[src/source/xbus_pkg.sv]
/*
 * Shared definitions for the bus subsystem: bus widths, the address map,
 * memory wait and bus timeout constants, and the controller state type.
 * Each module imports this package inside its body.
 */
package xbus_pkg;

   localparam int ADDR_W = 22;
   localparam int DATA_W = 32;

   // Memory answers the low 1024 words.
   localparam int RAM_AW = 10;
   localparam int RAM_WAIT = 2;
   localparam int RAM_WAIT_W = $clog2(RAM_WAIT + 1);

   // DMA register block, four words, aligned.
   localparam logic [ADDR_W-1:0] DMA_BASE = 22'h10_0000;
   localparam logic [1:0] DMA_SRC = 2'd0;
   localparam logic [1:0] DMA_DST = 2'd1;
   localparam logic [1:0] DMA_CNT = 2'd2;
   localparam logic [1:0] DMA_STAT = 2'd3;

   // Cycles in bus_req before an unanswered access is ended.
   localparam logic [5:0] TIMEOUT_MAX = 6'd63;

   typedef enum logic [3:0] {
      bus_idle  = 4'b0000,
      bus_req   = 4'b0001,
      bus_wait  = 4'b0010,
      bus_slave = 4'b0100,
      bus_swait = 4'b1000
   } bus_state_t;

endpackage

[src/source/xbus_dma.sv]
/*
 * Block-copy DMA engine. As a slave it exposes source, destination,
 * count and status registers; writing the count starts a copy, which
 * it runs as a bus master one read and one write per word.
 */
module xbus_dma
(
   input  logic                        mclk,
   input  logic                        reset,
   input  logic [xbus_pkg::ADDR_W-1:0] addr,
   input  logic [xbus_pkg::DATA_W-1:0] datain,
   input  logic                        req,
   input  logic                        write,
   output logic [xbus_pkg::DATA_W-1:0] dataout,
   output logic                        ack,
   output logic                        decode,
   output logic                        interrupt,
   output logic                        busreq,
   input  logic                        busgrant,
   output logic [xbus_pkg::ADDR_W-1:0] addrout,
   output logic                        reqout,
   output logic                        writeout,
   output logic [xbus_pkg::DATA_W-1:0] dataout_m,
   input  logic                        ackin,
   input  logic [xbus_pkg::DATA_W-1:0] datain_m
);

   import xbus_pkg::*;

   typedef enum logic [2:0] {
      dma_idle,
      dma_rd,
      dma_rd_end,
      dma_wr,
      dma_wr_end
   } dma_state_t;

   dma_state_t state;
   logic [ADDR_W-1:0] src;
   logic [ADDR_W-1:0] dst;
   logic [ADDR_W-1:0] cnt;
   logic [DATA_W-1:0] word;
   logic done;
   logic busy;
   logic hit;

   assign decode = (addr[ADDR_W-1:2] == DMA_BASE[ADDR_W-1:2]);
   assign hit = req && decode;
   assign busy = (state != dma_idle);
   assign busreq = busy;
   assign interrupt = done;

   // Source on reads, destination on writes.
   assign addrout = (state == dma_wr) ? dst : src;
   assign reqout = busgrant && (state == dma_rd || state == dma_wr);
   assign writeout = busgrant && (state == dma_wr);
   assign dataout_m = word;

   always_ff @(posedge mclk)
   begin
      if (reset)
      begin
         state <= dma_idle;
         src <= '0;
         dst <= '0;
         cnt <= '0;
         done <= 1'b0;
         ack <= 1'b0;
      end
      else
      begin
         ack <= hit;

         // Register writes; setup registers are locked during a copy.
         if (hit && write && !ack)
         begin
            unique case (addr[1:0])
               DMA_SRC: if (!busy) src <= datain[ADDR_W-1:0];
               DMA_DST: if (!busy) dst <= datain[ADDR_W-1:0];
               DMA_CNT:
               begin
                  if (!busy)
                  begin
                     cnt <= datain[ADDR_W-1:0];
                     if (datain[ADDR_W-1:0] == '0)
                        done <= 1'b1;
                     else
                        state <= dma_rd;
                  end
               end
               DMA_STAT: done <= 1'b0;
            endcase
         end

         // The gap states drop reqout so the memory restarts its wait.
         unique case (state)
            dma_rd:
            begin
               if (ackin)
               begin
                  src <= src + 1'b1;
                  state <= dma_rd_end;
               end
            end
            dma_rd_end: state <= dma_wr;
            dma_wr:
            begin
               if (ackin)
               begin
                  dst <= dst + 1'b1;
                  cnt <= cnt - 1'b1;
                  if (cnt == ADDR_W'(1))
                  begin
                     state <= dma_idle;
                     done <= 1'b1;
                  end
                  else
                  begin
                     state <= dma_wr_end;
                  end
               end
            end
            dma_wr_end: state <= dma_rd;
            default: ;
         endcase
      end
   end

   always_ff @(posedge mclk)
   begin
      if (state == dma_rd && ackin)
      begin
         word <= datain_m;
      end

      if (hit && !write && !ack)
      begin
         unique case (addr[1:0])
            DMA_SRC:  dataout <= DATA_W'(src);
            DMA_DST:  dataout <= DATA_W'(dst);
            DMA_CNT:  dataout <= DATA_W'(cnt);
            DMA_STAT: dataout <= DATA_W'({done, busy});
         endcase
      end
   end

endmodule

[config.mk]
export PLATFORM = sky130hd
export DESIGN_NAME = xbus_dma
export DESIGN_NICKNAME = d
export VERILOG_FILES = /design/src/source/xbus_pkg.sv /design/src/source/xbus_dma.sv
export SDC_FILE = /design/constraint.sdc
export NUM_CORES = 1
export LEC_CHECK = 0
export ABC_CLOCK_PERIOD_IN_PS = 7010
export BUFFER_PORTS_ARGS = -buffer_cell sky130_fd_sc_hd__buf_2
export CORE_ASPECT_RATIO = 0.75
export CORE_MARGIN = 10
export CORE_UTILIZATION = 57
export CTS_BUF_LIST = sky130_fd_sc_hd__clkbuf_8 sky130_fd_sc_hd__clkbuf_16
export DETAILED_ROUTE_END_ITERATION = 8
export PLACE_DENSITY_LB_ADDON = 0.12
export SYNTH_ARGS = -nofsm -noshare
export SYNTH_HDL_FRONTEND = slang
export SYNTH_SLANG_ARGS = --single-unit
export TNS_END_PERCENT = 100
[constraint.sdc]
create_clock -name mclk -period 7.01 [get_ports mclk]
set_clock_uncertainty 0.05 [all_clocks]
set_input_delay 1.0515 -clock mclk [delete_from_list [all_inputs] [get_ports mclk]]
set_output_delay 1.0515 -clock mclk [all_outputs]
set_load 0.05 [all_outputs]
# Yosys cells after proc, flatten, opt, wreduce, memory -nomap -nowiden

Index checks and enable logic that the tools add are counted.

Add/subtract/negate cells: 3
Multiply operators: 0
Divide/modulo/power cells: 0
Magnitude comparators: 0
Equal/unequal tests: 9
Shifts and indexed selects: 0
Mux-type cells: 32
Bitwise gates (word level): 0
Reductions and logical operators: 14

Operators with widths:

| kind                    | count |
|---|---|
| $mux W22                | 16 |
| $pmux W32 S4            | 1 |
| $add A22 B1 Y22 const B | 2 |
| $eq A22 B1 Y1 const B   | 1 |
| $logic_not A22 Y1       | 1 |
| $sub A22 B1 Y22 const B | 1 |
| $mux W3                 | 7 |
| $eq A20 B19 Y1 const B  | 1 |
| $pmux W3 S4             | 1 |
| $logic_and A1 B1 Y1     | 8 |
| $eq A3 B2 Y1 const B    | 2 |
| $mux W1                 | 6 |
| $eq A2 B2 Y1 const B    | 2 |
| $eq A3 B1 Y1 const B    | 1 |
| $eq A3 B3 Y1 const B    | 1 |
| $reduce_bool A3 Y1      | 1 |
| $eq A2 B1 Y1 const B    | 1 |
| $logic_not A1 Y1        | 2 |
| $logic_not A2 Y1        | 1 |
| $pmux W1 S2             | 1 |
| $logic_or A1 B1 Y1      | 1 |

Bits in registers: 135
Latch bits: 0
RAM bits: 0
ROM bits: 0
Input port bits: 92
Word-level logic and storage cells: 66
Memories kept: 0

# Depth between registers and ports, before layout

Gate-level depths: netlist of the first run.

Depth after elaboration: 8
Mapped depth: 8
Mapped depth without buffers: 7

# Worst setup path before layout of the first run

No wires, ideal clock.

Kind: input port to flip-flop
Start point: input port addr[16] (netlist bit)
End point: register dataout[0] (netlist bit) (enable)
Arrival: 4.008 ns
Data required time: 6.531 ns
Setup slack: 2.523 ns
Stages on the path: 5
Cell sequence: nor4_4 -> nand3_4 -> nor2_1 -> nand2_1 -> nor3_1

Word-level cells in the longest chain between the ends: 4

RTL lines:

| item                              | RTL line        | text |
|---|---|---|
| start: declaration                | xbus_dma.sv:10  | `input logic [xbus_pkg::ADDR_W-1:0] addr,` |
| $eq A20 B19 Y1                    | xbus_dma.sv:47  | `assign decode = (addr[ADDR_W-1:2] == DMA_BASE[ADDR_W-1:2]);` |
| net decode                        | xbus_dma.sv:16  | `output logic decode,` |
| $logic_and A1 B1 Y1               | xbus_dma.sv:48  | `assign hit = req && decode;` |
| $logic_and A1 B1 Y1 (2 in series) | xbus_dma.sv:136 | `if (hit && !write && !ack)` |
| end signal: assignment            | xbus_dma.sv:139 | `DMA_SRC: dataout <= DATA_W'(src);` |
| end signal: assignment            | xbus_dma.sv:140 | `DMA_DST: dataout <= DATA_W'(dst);` |
| end signal: assignment            | xbus_dma.sv:141 | `DMA_CNT: dataout <= DATA_W'(cnt);` |
| end: declaration                  | xbus_dma.sv:14  | `output logic [xbus_pkg::DATA_W-1:0] dataout,` |

The timed path passes the listed nets, and every way through them passes these cells.
A chain may end at the register's enable or synchronous reset.

# Worst setup path in the final report of the first run

Start point: register state[0]
End point: output port addrout[12] (netlist bit)

Word-level cells in the longest chain between the ends: 2

RTL lines:

| item                     | RTL line        | text |
|---|---|---|
| start: declaration       | xbus_dma.sv:38  | `dma_state_t state;` |
| start signal: assignment | xbus_dma.sv:63  | `state <= dma_idle;` |
| start signal: assignment | xbus_dma.sv:88  | `state <= dma_rd;` |
| start signal: assignment | xbus_dma.sv:102 | `state <= dma_rd_end;` |
| $eq A3 B2 Y1             | xbus_dma.sv:54  | `assign addrout = (state == dma_wr) ? dst : src;` |
| $mux W22                 | xbus_dma.sv:54  |  |
| end: declaration         | xbus_dma.sv:20  | `output logic [xbus_pkg::ADDR_W-1:0] addrout,` |

Every way passes these cells.

==> results.txt, run 1 <==
Number of enable flip-flop cells after synthesis: 54. The H-tree was split into 4 levels. The net count reported at finish was 940; the total setup buffers inserted after CTS was 0. The region available for standard cell placement spans 11500 um^2. Yosys attributes the largest share of cell area to sky130_fd_sc_hd__edfxtp_1 (24%), sky130_fd_sc_hd__dfxtp_1 (21%), sky130_fd_sc_hd__nand3_1 (4.7%), sky130_fd_sc_hd__nand2_1 (4.3%), sky130_fd_sc_hd__a21oi_1 (4.0%). The number of global-route vias before repair was 6089; the post-route clock period utilization was 0.565. The category of the worst setup path capture point is a primary output. The post-synthesis average cell area was 9.51 um^2. Walking the worst path, the cells encountered are nor2b_1 > nand2_1 > mux2_2 > buf_2. The logs give 0 ps for the total negative setup slack and 73 for the maximum number of pins on one net before global-route repair. Data required time at the worst endpoint: 5910 ps. No sink is reached through more buffers than the 2 on the longest clock path. The share of synthesized flip-flops with an asynchronous set or reset came out at 0.

The tools report the startpoint kind of the worst setup timing path as a flop. Dividing the detail-routed wire length by the instance count gives 22.2 um. The worst setup margin came out at 3050 ps.

The initial standard-cell utilization of the core was 0.579. The flow ran to the end, and the final reports show no timing, DRC or antenna violations. Along the worst path, the maximum fanout reaches 23. Initial antenna violation count: 0. In the synthesized netlist the dominant register cell turns out to be sky130_fd_sc_hd__dfxtp_1. The number of buffers inserted by port buffering was 163. 0 antenna diodes ended up in the layout. The number of filler instances in the final layout came out at 847. The part of the total power dissipated in sequential elements came out at 0.418. In this run the cell area of the synthesized design comes to 6650 um^2.

The run gives 34 as the cell row count. The cell type contributing the most total cell area after synthesis is sky130_fd_sc_hd__edfxtp_1. The count of synthesis-stage warnings from yosys was 0; the placed instance count was 969.

Summing over every cut layer, the via total after detailed routing is 6449. The internal portion of the total power is 1420 uW. Type of the worst setup path: flop to primary output. The maximum ir drop on the vdd rail is 179 uV, and the die extent in x is 145 um. The share of total power in the clock network is 0.538, and the number of cells traversed by the worst register-to-register path is 5. sky130_fd_sc_hd__nand2_1 is the most common cell in the netlist.

For this run, the slowest stage of the critical path takes 790 ps. The placed standard-cell area is 7470 um^2, and the met1 routing resource usage after global routing is 0.354. The top achievable clock speed was 252 MHz. The max capacitance violation total was 0; the arrival time at the worst endpoint was 2860 ps. By count the netlist is led by sky130_fd_sc_hd__nand2_1 (76), sky130_fd_sc_hd__dfxtp_1 (71), sky130_fd_sc_hd__nand3_1 (63), sky130_fd_sc_hd__edfxtp_1 (54), sky130_fd_sc_hd__a21oi_1 (53). The first global-routing pass estimated 33800 um of wire. Shortest period the worst path allows: 3960 ps. In this run the most critical hold path is launched from cnt[16]. Synthesis instantiated 64 different standard cells from the library.

The finished cells cover 8130 um^2. The global-route congestion overflow total came out at 0. The later pin in the worst-skew pair is clocked with a latency of 420 ps.

The max-slew violation count was 0; the fraction of power consumed by combinational cells was 0.044. Summed over all layers, the routed wires come to 22200 um. The number of hold buffers added after CTS was 0. Setup repair after global routing left no endpoint under its margin. Fraction of power spent switching nets: 0.214. TritonCTS built the clock tree.

Prior to clock tree synthesis, the placed netlist has a worst setup slack of 3590 ps. Gates resized during post-CTS repair numbered 0. The number of buffers added by the clock tree synthesis step is 17. After the first detailed-routing iteration, the DRC count stood at 903. The core utilization of the finished layout is 0.708.

The most crowded layer after global routing is met2. The most critical setup path has its startpoint at state[0]. For this design the top-level I/O count stands at 184. The aggregate global-route resource usage is 0.263, and the clock-pin slew of the registers on the worst-case setup and hold paths is 60 ps. For this design the static power due to leakage is 0.00315 uW. The fraction of the yosys area taken by sequential cells is 0.458, and the share of the synthesized area in the top cell type is 0.244.

The count of cells in the finished layout, fillers not included, comes to 1001. Across all register-to-register paths, the minimum setup slack is 4290 ps. From bottom edge to top edge, the die measures 114 um. In this run, synthesis produced a sequential element count of 125. At the pin with the least slew margin, the transition time is 1310 ps. At the end of routability-driven placement, the weighted congestion stood at 0.905.

Power spread over the standard cell area amounts to 223 nW/um^2. The number of routed nets with antenna violations is 0, and the clock sink total is 125. Fraction of final layout cells with drive strength greater than 1: 0.292. In this run the critical register-to-register path is launched from dst[3]. After detailed routing, the number of vias per cell comes to 6.44. The relative max-transition margin was 0.117. For this run, design rule violations remaining after detail routing come to 0. For the count of final hold-check violations, the log shows 0.

Summed over all nets, the half-perimeter wirelength after detailed placement is 15400 um. The run gives 0 as the number of failing setup endpoints in the final timing report. For this design, the slowest cell found on the critical path is sky130_fd_sc_hd__nand2_1. The worst hold path was traced through 2 stages. The first TritonRoute pass finished after 6 iterations. The net switching power was 387 uW. The cell sitting at the root of the clock tree is a sky130_fd_sc_hd__clkbuf_16. The min-delay analysis places its worst path in the category flop to flop.

After technology mapping, the gate count stands at 699. Layout overhead on the synthesized area: 22.3%. The full die area was 16400 um^2. For the met3 routing resource usage after global routing, the log shows 0.0781.

The global-route met2 utilization was 0.400.
[state kept, by name (all words and copies together), names as in the netlist]
name	flops
cnt	22
dst	22
ack	1
dataout	22
dataout_m	32
interrupt	1
src	22
state	3
[final timing paths]
check	end
min reg2reg	cnt[16]
max reg2reg	dst[20]
max	addrout[12]
min	cnt[16]
[stage by stage]
stage	total power, uW	hold WS (ps)
CTS	1810	459
global placement	846	429
global route	1850	478
finish	1810	458
detailed placement	848	442
floorplan	811	416
[worst max-delay path, delay by kind of cell, from the launching register on]
kind	cells	cell delay, ps
AND/OR/NAND/NOR	2	1140
flip-flops	1	460
buffers and inverters	1	220
multiplexers	1	600
[area by class of cell]
cell class / count / area, um^2 / share of cell area
Clock inverter: 14 / 214 / 0.0263
Inverter: 6 / 22.5 / 0.00277
Timing Repair Buffer: 172 / 883 / 0.109
Clock buffer: 18 / 439 / 0.0540
Tap cell: 144 / 180 / 0.0222
Sequential cell: 125 / 3040 / 0.374
Multi-Input combinational cell: 522 / 3350 / 0.412
[metal layers]
metal,wire (um),share of wire
met1,8560,0.39
met2,10100,0.46
met3,3120,0.14
met5,0,0
met4,391,0.018
[power by group through the flow]
| stage | sequential, uW | combinational, uW | clock (uW) |
|---|---|---|---|
| final | 757 | 79.1 | 973 |
| after global routing | 756 | 82.2 | 1010 |
| after CTS | 757 | 76.3 | 978 |
| after detailed placement | 772 | 75.8 | 0 |
| after global placement | 772 | 73.9 | 0 |
| after floorplan | 772 | 38.6 | 0 |
[cell families (layout without fill, tap and decap cells)]
| family | Yosys count | in the layout | share of synthesized area |
|---|---|---|---|
| AO/OA/AOI/OAI | 165 | 165 | 0.157 |
| XOR/XNOR | 3 | 3 | 0.00395 |
| adder cells (fa/ha/maj) | 4 | 4 | 0.00753 |
| buffers and inverters | 61 | 210 | 0.0448 |
| flip-flops | 125 | 125 | 0.458 |
| multiplexers | 49 | 49 | 0.0815 |
| other | 1 | 10 | 0.000564 |
| AND/OR/NAND/NOR | 291 | 291 | 0.247 |
[layout by cell type (no fill, tap or decap), types with 6 or more instances in the layout]
cell	synthesis	final
sky130_fd_sc_hd__buf_4	10	9
sky130_fd_sc_hd__a2bb2oi_1	24	24
sky130_fd_sc_hd__nor3_1	24	23
sky130_fd_sc_hd__mux2i_1	26	26
sky130_fd_sc_hd__and3_1	8	8
sky130_fd_sc_hd__o21ai_0	33	33
sky130_fd_sc_hd__dfxtp_1	71	71
sky130_fd_sc_hd__conb_1	1	10
sky130_fd_sc_hd__nor2_1	36	36
sky130_fd_sc_hd__nand3_1	63	63
sky130_fd_sc_hd__or3_1	8	8
sky130_fd_sc_hd__mux2_2	21	21
sky130_fd_sc_hd__clkbuf_16	0	17
sky130_fd_sc_hd__nor4_1	13	13
sky130_fd_sc_hd__a21oi_1	53	53
sky130_fd_sc_hd__nand2_1	76	76
sky130_fd_sc_hd__buf_2	13	163
sky130_fd_sc_hd__a31oi_1	27	27
sky130_fd_sc_hd__nand4_1	14	14
sky130_fd_sc_hd__nor4_4	6	6
sky130_fd_sc_hd__edfxtp_1	54	54
No activity file was read; power rests on OpenSTA's default activity.
==> run 2: changes to the inputs <==
- ABC_CLOCK_PERIOD_IN_PS: 7010 -> 4100
- CORE_UTILIZATION: 57 -> 53
- clock period: 7.01 -> 4.1 ns (I/O delays scaled with it)
==> run 2 against run 1 <==
Net effect:
- the flow now finishes with violations (design-rule violations)
- combinational power increased by 67%
- wire length is 6.4% lower
- global-route usage shrank 3.3 points
- first-iteration DRC count down 2.5%
- via count fell by 2.1%
- largest power group unchanged
==> results.txt, run 2 (synthesis gave the netlist of run 1 again) <==
End point of the worst hold path: dataout_m[15] (was cnt[16]). Timing would allow up to 300 MHz. Leading cell type in the layout, fill and taps excluded: sky130_fd_sc_hd__buf_2 (unchanged).

The tools report the start point of the worst min-delay path as datain_m[15] (was cnt[16]). The number of buffers added by the clock tree synthesis step was 17 (unchanged). The type of the worst setup path is flop to primary output (unchanged). The DRC violation total after the first TritonRoute iteration was 880 (was 903); the HPWL reported at the end of detailed placement was 15200 um (was 15400 um).

The cell row count was 35 (was 34). For the global-route congestion overflow total, the log shows 0 (unchanged). TritonCTS built the clock tree. The initial antenna violation count was 0 (unchanged); the DRC violation count after routing was 1 (was 0).

Largest driver fanout on the critical path: 23 (unchanged). The highest cell delay on the worst timing path works out to 650 ps (was 790 ps). The full die area was 17500 um^2 (was 16400 um^2). The number of failing setup endpoints in the final timing report was 0 (unchanged); the power consumption was 3040 uW (was 1810 uW). The power density of the placed cells was 373 nW/um^2 (was 223 nW/um^2). Clock-pin slew of the registers on the worst-case setup and hold paths: 60 ps (about the same). The number of filler instances in the final layout is 1030 (was 847), and the worst setup slack for register-to-register paths is 1590 ps (was 4290 ps). Buffer levels on the longest clock path: 2 (unchanged). The global-route wire length before repair was 31700 um (was 33800 um); the die extent in x was 149 um (was 145 um). The number of stages on the worst hold path is 1 (was 2), and the arrival time at the worst endpoint is 2670 ps (was 2860 ps). The layout overhead on the synthesized area is 22.7% (was 22.3%), and the data required time at the worst endpoint is 3430 ps (was 5910 ps). Aggregate global-route resource usage: 0.230 (was 0.263). Flip-flop count of the largest register, all copies and words added: 32 (unchanged).

The number of buffers inserted by port buffering is 163 (unchanged), and the max capacitance violation total is 0 (unchanged). The tools report the root buffer cell as sky130_fd_sc_hd__clkbuf_16 (unchanged). The maximum number of pins on one net before global-route repair was 45 (was 73). The count of buffer and inverter cells on the critical path came out at 1 (unchanged).

The via count was 6312 (was 6449); the number of cells traversed by the worst register-to-register path was 5 (unchanged). The tools report the number of routed nets with antenna violations as 0 (unchanged). The origin of the critical flop-to-flop path is state[1] (was dst[3]). Standby leakage power: 0.00316 uW (was 0.00315 uW). The tools report the startpoint kind of the worst setup timing path as a flop (unchanged).

Worst-path cell chain: nor2b_1 > nand2_1 > o21ai_0 > buf_2 (was nor2b_1 > nand2_1 > mux2_2 > buf_2). The total length of routed wires is 20800 um (was 22200 um), and the maximum ir drop on the vdd rail is 265 uV (was 179 uV). The checks that failed: design-rule violations. Setup repair after global routing left no endpoint under its margin. The count of antenna diodes in the layout was 0 (unchanged); the shortest period the worst path allows was 3330 ps.

The transition time at the pin with the least slew margin was 1000 ps (was 1310 ps). Total area of multi-input combinational cells: 3350 um^2 (unchanged). Vias per cell: 6.16 (was 6.44). The standard cell with the maximum stage delay on the critical path was sky130_fd_sc_hd__nand2_1 (unchanged). Commonest cells after routing, fill and taps aside: sky130_fd_sc_hd__buf_2 (163), sky130_fd_sc_hd__nand2_1 (76), sky130_fd_sc_hd__dfxtp_1 (71) (unchanged). The per-cell routed wire length was 20.3 um (was 22.2 um). The post-route clock period utilization was 0.813; the total negative setup slack was 0 ps (unchanged). The initial standard-cell utilization of the core was 0.542 (was 0.579); the area used by sequential logic in the layout was 3040 um^2 (unchanged). The detailed-router iteration count before antenna repair was 9 (was 6); the relative max-transition margin was 0.330 (was 0.117). The reg-to-reg critical path endpoint was src[13] (was dst[20]). Family with the most delay on the worst path: simple AND/OR/NAND/NOR gates (unchanged). The logs give 184 (unchanged) for the top-level I/O count and 0 (unchanged) for the quantity of gates resized following cts. The number of hold buffers added after CTS was 0 (unchanged); the final weighted congestion of routability-driven global placement was 0.943 (was 0.905).

The insertion delay to the later sink of the worst-skew pair was 410 ps (was 420 ps). Core box area: 12300 um^2 (was 11500 um^2). The flow ran to the end, but the final reports show violations. The tools report the H-tree depth as 4 (unchanged). The y dimension of the die was 117 um (was 114 um). Net count reported at finish: 942 (was 940).

The tools report the number of global-route vias before repair as 6048 (was 6089). The total setup buffers inserted after CTS came out at 0 (unchanged). The clock sink total was 125 (unchanged). Category of the worst setup path capture point: a primary output (unchanged). The fraction of final layout cells with drive strength greater than 1 was 0.293 (was 0.292); the count of final hold-check violations was 0 (unchanged).

Max-slew violation count: 0 (unchanged). Worst hold-check path type: primary input to flop (was flop to flop).
[run 2: changes by cell type in the layout (fill, tap and decap cells not counted), sizes merged]
| cell | delta |
|---|---|
| inv | +1 |
| clkbuf | -1 |
| clkinv | +3 |
| bufinv | -1 |
| clkinvlp | -2 |
| buf | +2 |
[run 2: layer usage]
metal  track usage  vias to the layer above  share of wire
met2         0.357                      372           0.46
met1         0.295                     2976           0.40
met3        0.0857                       28           0.13
met4        0.0633                        0          0.011
li1              -                     2936              -
met5             0                        -              0
[run 2: through the flow]
step	setup WS, ps	area [um^2]	hold WS [ps]	util	cells
floorplan	49.8	6680	416	-	708
CTS	817	8150	319	0.665	1025
finish	769	8150	325	0.665	1025
detailed placement	1110	7520	445	0.613	993
global placement	1160	7520	427	0.613	993
global route	603	8150	305	0.665	1025
[run 2: final cells by class]
cell class | count | share of cell area
multi-input combinational | 522 | 0.410
sequential | 125 | 0.373
timing repair buffer | 174 | 0.110
clock buffer | 17 | 0.0522
clock inverter | 15 | 0.0259
tap | 166 | 0.0255
inverter | 6 | 0.00276
[run 2: report_power, final]
| part | leakage, uW | switching, uW | total, uW | internal [uW] |
|---|---|---|---|---|
| Combinational | 0.00182 | 90.6 | 132 | 41.3 |
| Clock | 0.000308 | 588 | 1610 | 1030 |
| Sequential | 0.00103 | 0.0413 | 1290 | 1290 |
[run 2: how the worst max path moves through the flow]
stage / start / to / slack, ps / cells past startpoint
after global routing: state[0] / addrout[6] / 600 / 4
after CTS: state[0] / addrout[6] / 820 / 4
after detailed placement: addr[0] / dst[9] / 1110 / 6
after global placement: addr[0] / dst[9] / 1160 / 6
final: state[0] / addrout[6] / 770 / 4
after floorplan: addr[16] / dataout[0] / 50 / 5
==> run 3: changes to the inputs <==
- ABC_AREA: unset -> 1
- ABC_CLOCK_PERIOD_IN_PS: 4100 -> 2800
- CORE_UTILIZATION: 53 -> 50
- clock period: 4.1 -> 2.8 ns (I/O delays scaled with it)
==> run 3 against run 2 <==
Net effect:
- the run now ends clean
- area after synthesis grew 23%
- critical endpoint is now addrout[8]
- critical path type unchanged
- die area grew 26%
- clock power grew 42%
- wire length grew 28%
- cell count grew 54%
- combinational power grew to 12 times the previous value
- sequential power grew 69%
- global-route usage grew 0.70 points
- register-to-register slack lost 870 ps
- count of clock-buffer cells in the layout is the same
==> results.txt, run 3 <==
The most common cell in the netlist was sky130_fd_sc_hd__nand2_1 (unchanged). The fraction of final layout cells with drive strength greater than 1 was 0.190 (was 0.293). The data required time at the worst endpoint came out at 2330 ps (was 3430 ps). The total setup buffers inserted after CTS came out at 0 (unchanged).

Power density of the placed cells: 624 nW/um^2 (was 373 nW/um^2). The logs give 0 (unchanged) for the initial antenna violation count and 0 (unchanged) for the number of hold buffers added after CTS. Setup repair after global routing left no endpoint under its margin.

The number of buffers inserted by port buffering works out to 163 (unchanged). The tools report the start point of the worst min-delay path as datain_m[0] (was datain_m[15]). The share of synthesized flip-flops with an asynchronous set or reset was 0 (unchanged).

The reg-to-reg critical path endpoint is dst[13] (was src[13]). The logs give 0 (unchanged) for the number of failing setup endpoints in the final timing report and 2030 ps (was 2670 ps) for the arrival time at the worst endpoint. Vias per cell: 5.45 (was 6.16).

Cell types occupying the most area after synthesis: sky130_fd_sc_hd__edfxtp_1 (20%), sky130_fd_sc_hd__dfxtp_1 (17%), sky130_fd_sc_hd__nand2_1 (14%), sky130_fd_sc_hd__inv_1 (8.8%), sky130_fd_sc_hd__nand3_1 (6.4%) (was sky130_fd_sc_hd__edfxtp_1 (24%), sky130_fd_sc_hd__dfxtp_1 (21%), sky130_fd_sc_hd__nand3_1 (4.7%), sky130_fd_sc_hd__nand2_1 (4.3%), sky130_fd_sc_hd__a21oi_1 (4.0%)). The per-cell routed wire length came out at 16.8 um (was 20.3 um). The tools report the count of final hold-check violations as 0 (unchanged). The H-tree depth is 4 (unchanged), and the clock sink total is 125 (unchanged). The total length of routed wires was 26500 um (was 20800 um).

TritonCTS built the clock tree. The flow ran to the end, and the final reports show no timing, DRC or antenna violations. The number of cells traversed by the worst register-to-register path came out at 9 (was 5). The total negative setup slack is 0 ps (unchanged). The type of the worst setup path was flop to primary output (unchanged). The run gives 1547 (was 993) as the placed instance count. The worst setup margin is 296 ps (was 769 ps). The category of the worst setup path capture point was a primary output (unchanged). The final non-filler cell total was 1579 (was 1025). The die extent in x is 168 um (was 149 um), and the HPWL reported at the end of detailed placement is 19800 um (was 15200 um).

For the final weighted congestion of routability-driven global placement, the log shows 0.990 (was 0.943). The relative max-transition margin was 0.621 (was 0.330). The end point of the worst hold path was dataout_m[0] (was dataout_m[15]). Startpoint kind of the worst setup timing path: a flop (unchanged). The run gives 184 (unchanged) as the top-level I/O count. Number of enable flip-flop cells after synthesis: 54 (unchanged).

The root buffer cell was sky130_fd_sc_hd__clkbuf_16 (unchanged). The number of unique standard cell types used by synthesis was 48 (was 64); the post-route clock period utilization was 0.894. The full die area was 22000 um^2 (was 17500 um^2); the fraction of the yosys area taken by sequential cells was 0.371 (was 0.458).

The y dimension of the die was 131 um (was 117 um); the number of routed nets with antenna violations was 0 (unchanged). The tools report the via count as 8603 (was 6312). The aggregate global-route resource usage came out at 0.237 (was 0.230). The placed standard-cell area came out at 9020 um^2 (was 7520 um^2). Cell row count: 40 (was 35). The share of the synthesized area in the top cell type came out at 0.198 (was 0.244). The global-route congestion overflow total was 0 (unchanged); the worst setup slack for register-to-register paths was 720 ps (was 1590 ps).

The cell type contributing the most total cell area after synthesis was sky130_fd_sc_hd__edfxtp_1 (unchanged). The buffer levels on the longest clock path came out at 2 (unchanged). Commonest cells after routing, fill and taps aside: sky130_fd_sc_hd__nand2_1 (312), sky130_fd_sc_hd__inv_1 (191), sky130_fd_sc_hd__buf_2 (163) (was sky130_fd_sc_hd__buf_2 (163), sky130_fd_sc_hd__nand2_1 (76), sky130_fd_sc_hd__dfxtp_1 (71)). The tools report the DRC violation count after routing as 0 (was 1).

The insertion delay to the later sink of the worst-skew pair is 430 ps (was 410 ps). The number of stages on the worst hold path is 1 (unchanged), and the transition time at the pin with the least slew margin is 565 ps (was 1000 ps). The number of global-route vias before repair came out at 7979 (was 6048). The net count reported at finish was 1452 (was 942). The finished layout cell area was 9630 um^2 (was 8150 um^2). The instance count of the mapped netlist came out at 1213 (was 699). The run gives 0 (unchanged) as the count of antenna diodes in the layout.

The initial standard-cell utilization of the core was 0.510 (was 0.542). For the quantity of gates resized following cts, the log shows 0 (unchanged). The post-synthesis sequential element count came out at 125 (unchanged).

The global-route wire length before repair was 41800 um (was 31700 um); the max capacitance violation total was 0 (unchanged). The post-synthesis average cell area was 6.75 um^2 (was 9.51 um^2). The leading cell type in the layout, fill and taps excluded is sky130_fd_sc_hd__nand2_1 (was sky130_fd_sc_hd__buf_2).

The worst hold-check path type is primary input to flop (unchanged). The tools report the standby leakage power as 0.00441 uW (was 0.00316 uW). Ranking of synthesized cells by instance count: sky130_fd_sc_hd__nand2_1 (313), sky130_fd_sc_hd__inv_1 (192), sky130_fd_sc_hd__nor2_1 (109), sky130_fd_sc_hd__nand3_1 (104), sky130_fd_sc_hd__o21ai_0 (81) (was sky130_fd_sc_hd__nand2_1 (76), sky130_fd_sc_hd__dfxtp_1 (71), sky130_fd_sc_hd__nand3_1 (63), sky130_fd_sc_hd__edfxtp_1 (54), sky130_fd_sc_hd__a21oi_1 (53)). The tools report the detailed-router iteration count before antenna repair as 6 (was 9).

Power consumption: 6010 uW (was 3040 uW). DRC violation total after the first TritonRoute iteration: 912 (was 880). Largest driver fanout on the critical path: 36 (was 23).

The run gives 16100 um^2 (was 12300 um^2) as the core box area. The top flip-flop cell by instance count after synthesis was sky130_fd_sc_hd__dfxtp_1 (unchanged). The layout overhead on the synthesized area was 17.6% (was 22.7%). The run gives 8190 um^2 (was 6650 um^2) as the total standard cell area after synthesis. The tools report the maximum number of pins on one net before global-route repair as 46 (was 45).

Shortest period the worst path allows: 2500 ps. The tools report the origin of the critical flop-to-flop path as state[2] (was state[1]). The post-placement worst setup slack is 497 ps (was 1110 ps), and the clock-pin slew of the registers on the worst-case setup and hold paths is 60 ps (about the same). The tools report the max-slew violation count as 0 (unchanged).

The flip-flop count of the largest register, all copies and words added came out at 32 (unchanged). The top achievable clock speed was 399 MHz; the number of buffers added by the clock tree synthesis step was 17 (unchanged). The number of filler instances in the final layout is 1554 (was 1030), and the count of synthesis-stage warnings from yosys is 0 (unchanged). The maximum ir drop on the vdd rail is 467 uV (was 265 uV).
run 3: changes by cell type after synthesis, moves of 24 or more:
| cell | change |
|---|---|
| sky130_fd_sc_hd__mux2i_1 | -26 |
| sky130_fd_sc_hd__a2bb2oi_1 | -24 |
| sky130_fd_sc_hd__nor2_1 | +73 |
| sky130_fd_sc_hd__nand3_1 | +41 |
| sky130_fd_sc_hd__nand4_1 | +38 |
| sky130_fd_sc_hd__o21ai_0 | +48 |
| sky130_fd_sc_hd__inv_1 | +187 |
| sky130_fd_sc_hd__nand2_1 | +237 |
run 3: per-stage QoR:
stage	hold WS [ps]	util
floorplan	406	-
global placement	423	0.561
detailed placement	434	0.561
CTS	102	0.600
global route	94.9	0.600
finish	117	0.600
run 3: power by group:
| group | switching, uW | total [uW] | internal, uW |
|---|---|---|---|
| logic | 1150 | 1530 | 378 |
| clock network | 881 | 2290 | 1410 |
| registers | 132 | 2180 | 2050 |
run 3: worst max-delay path: stages (launching register included):
cell	delay [ps]
sky130_fd_sc_hd__dfxtp_1	330
sky130_fd_sc_hd__inv_1	90
sky130_fd_sc_hd__nand2_1	100
sky130_fd_sc_hd__nor2_2	110
sky130_fd_sc_hd__buf_4	340
sky130_fd_sc_hd__nand2_1	110
sky130_fd_sc_hd__o21ai_0	180
sky130_fd_sc_hd__buf_2	340
run 3: cell type report:
cell class / count / area (um^2) / share of cell area
Multi-Input combinational cell: 829 / 4000 / 0.415
Clock inverter: 15 / 188 / 0.0195
Clock buffer: 17 / 425 / 0.0442
Inverter: 200 / 751 / 0.0779
Sequential cell: 125 / 3040 / 0.316
Timing Repair Buffer: 183 / 966 / 0.100
Tap cell: 210 / 263 / 0.0273
run 3: worst max path at each step:
stage,endpoint,from,slack (ps),cells after the start
floorplan,addrout[12],state[2],220,5
global placement,dst[3],addr[19],520,8
detailed placement,src[2],addr[19],500,8
CTS,addrout[8],state[2],320,7
global route,addrout[8],state[2],180,7
finish,addrout[8],state[2],300,7
run 3: routing by layer:
metal	track usage	part of all wire	up-vias
met5	0	0	-
met4	0.0720	0.019	0
met3	0.0686	0.10	36
met2	0.366	0.45	382
met1	0.315	0.43	3962
li1	-	-	4223
run 3: kinds of logic (layout without fill, tap and decap cells):
| family | after synthesis | in the layout | synth area share |
|---|---|---|---|
| AND/OR/NAND/NOR | 628 | 628 | 0.346 |
| buffers and inverters | 268 | 415 | 0.147 |
| AO/OA/AOI/OAI | 185 | 185 | 0.127 |
| other | 1 | 10 | 0.000458 |
| flip-flops | 125 | 125 | 0.371 |
| XOR/XNOR | 2 | 2 | 0.00214 |
| adder cells (fa/ha/maj) | 4 | 4 | 0.00611 |
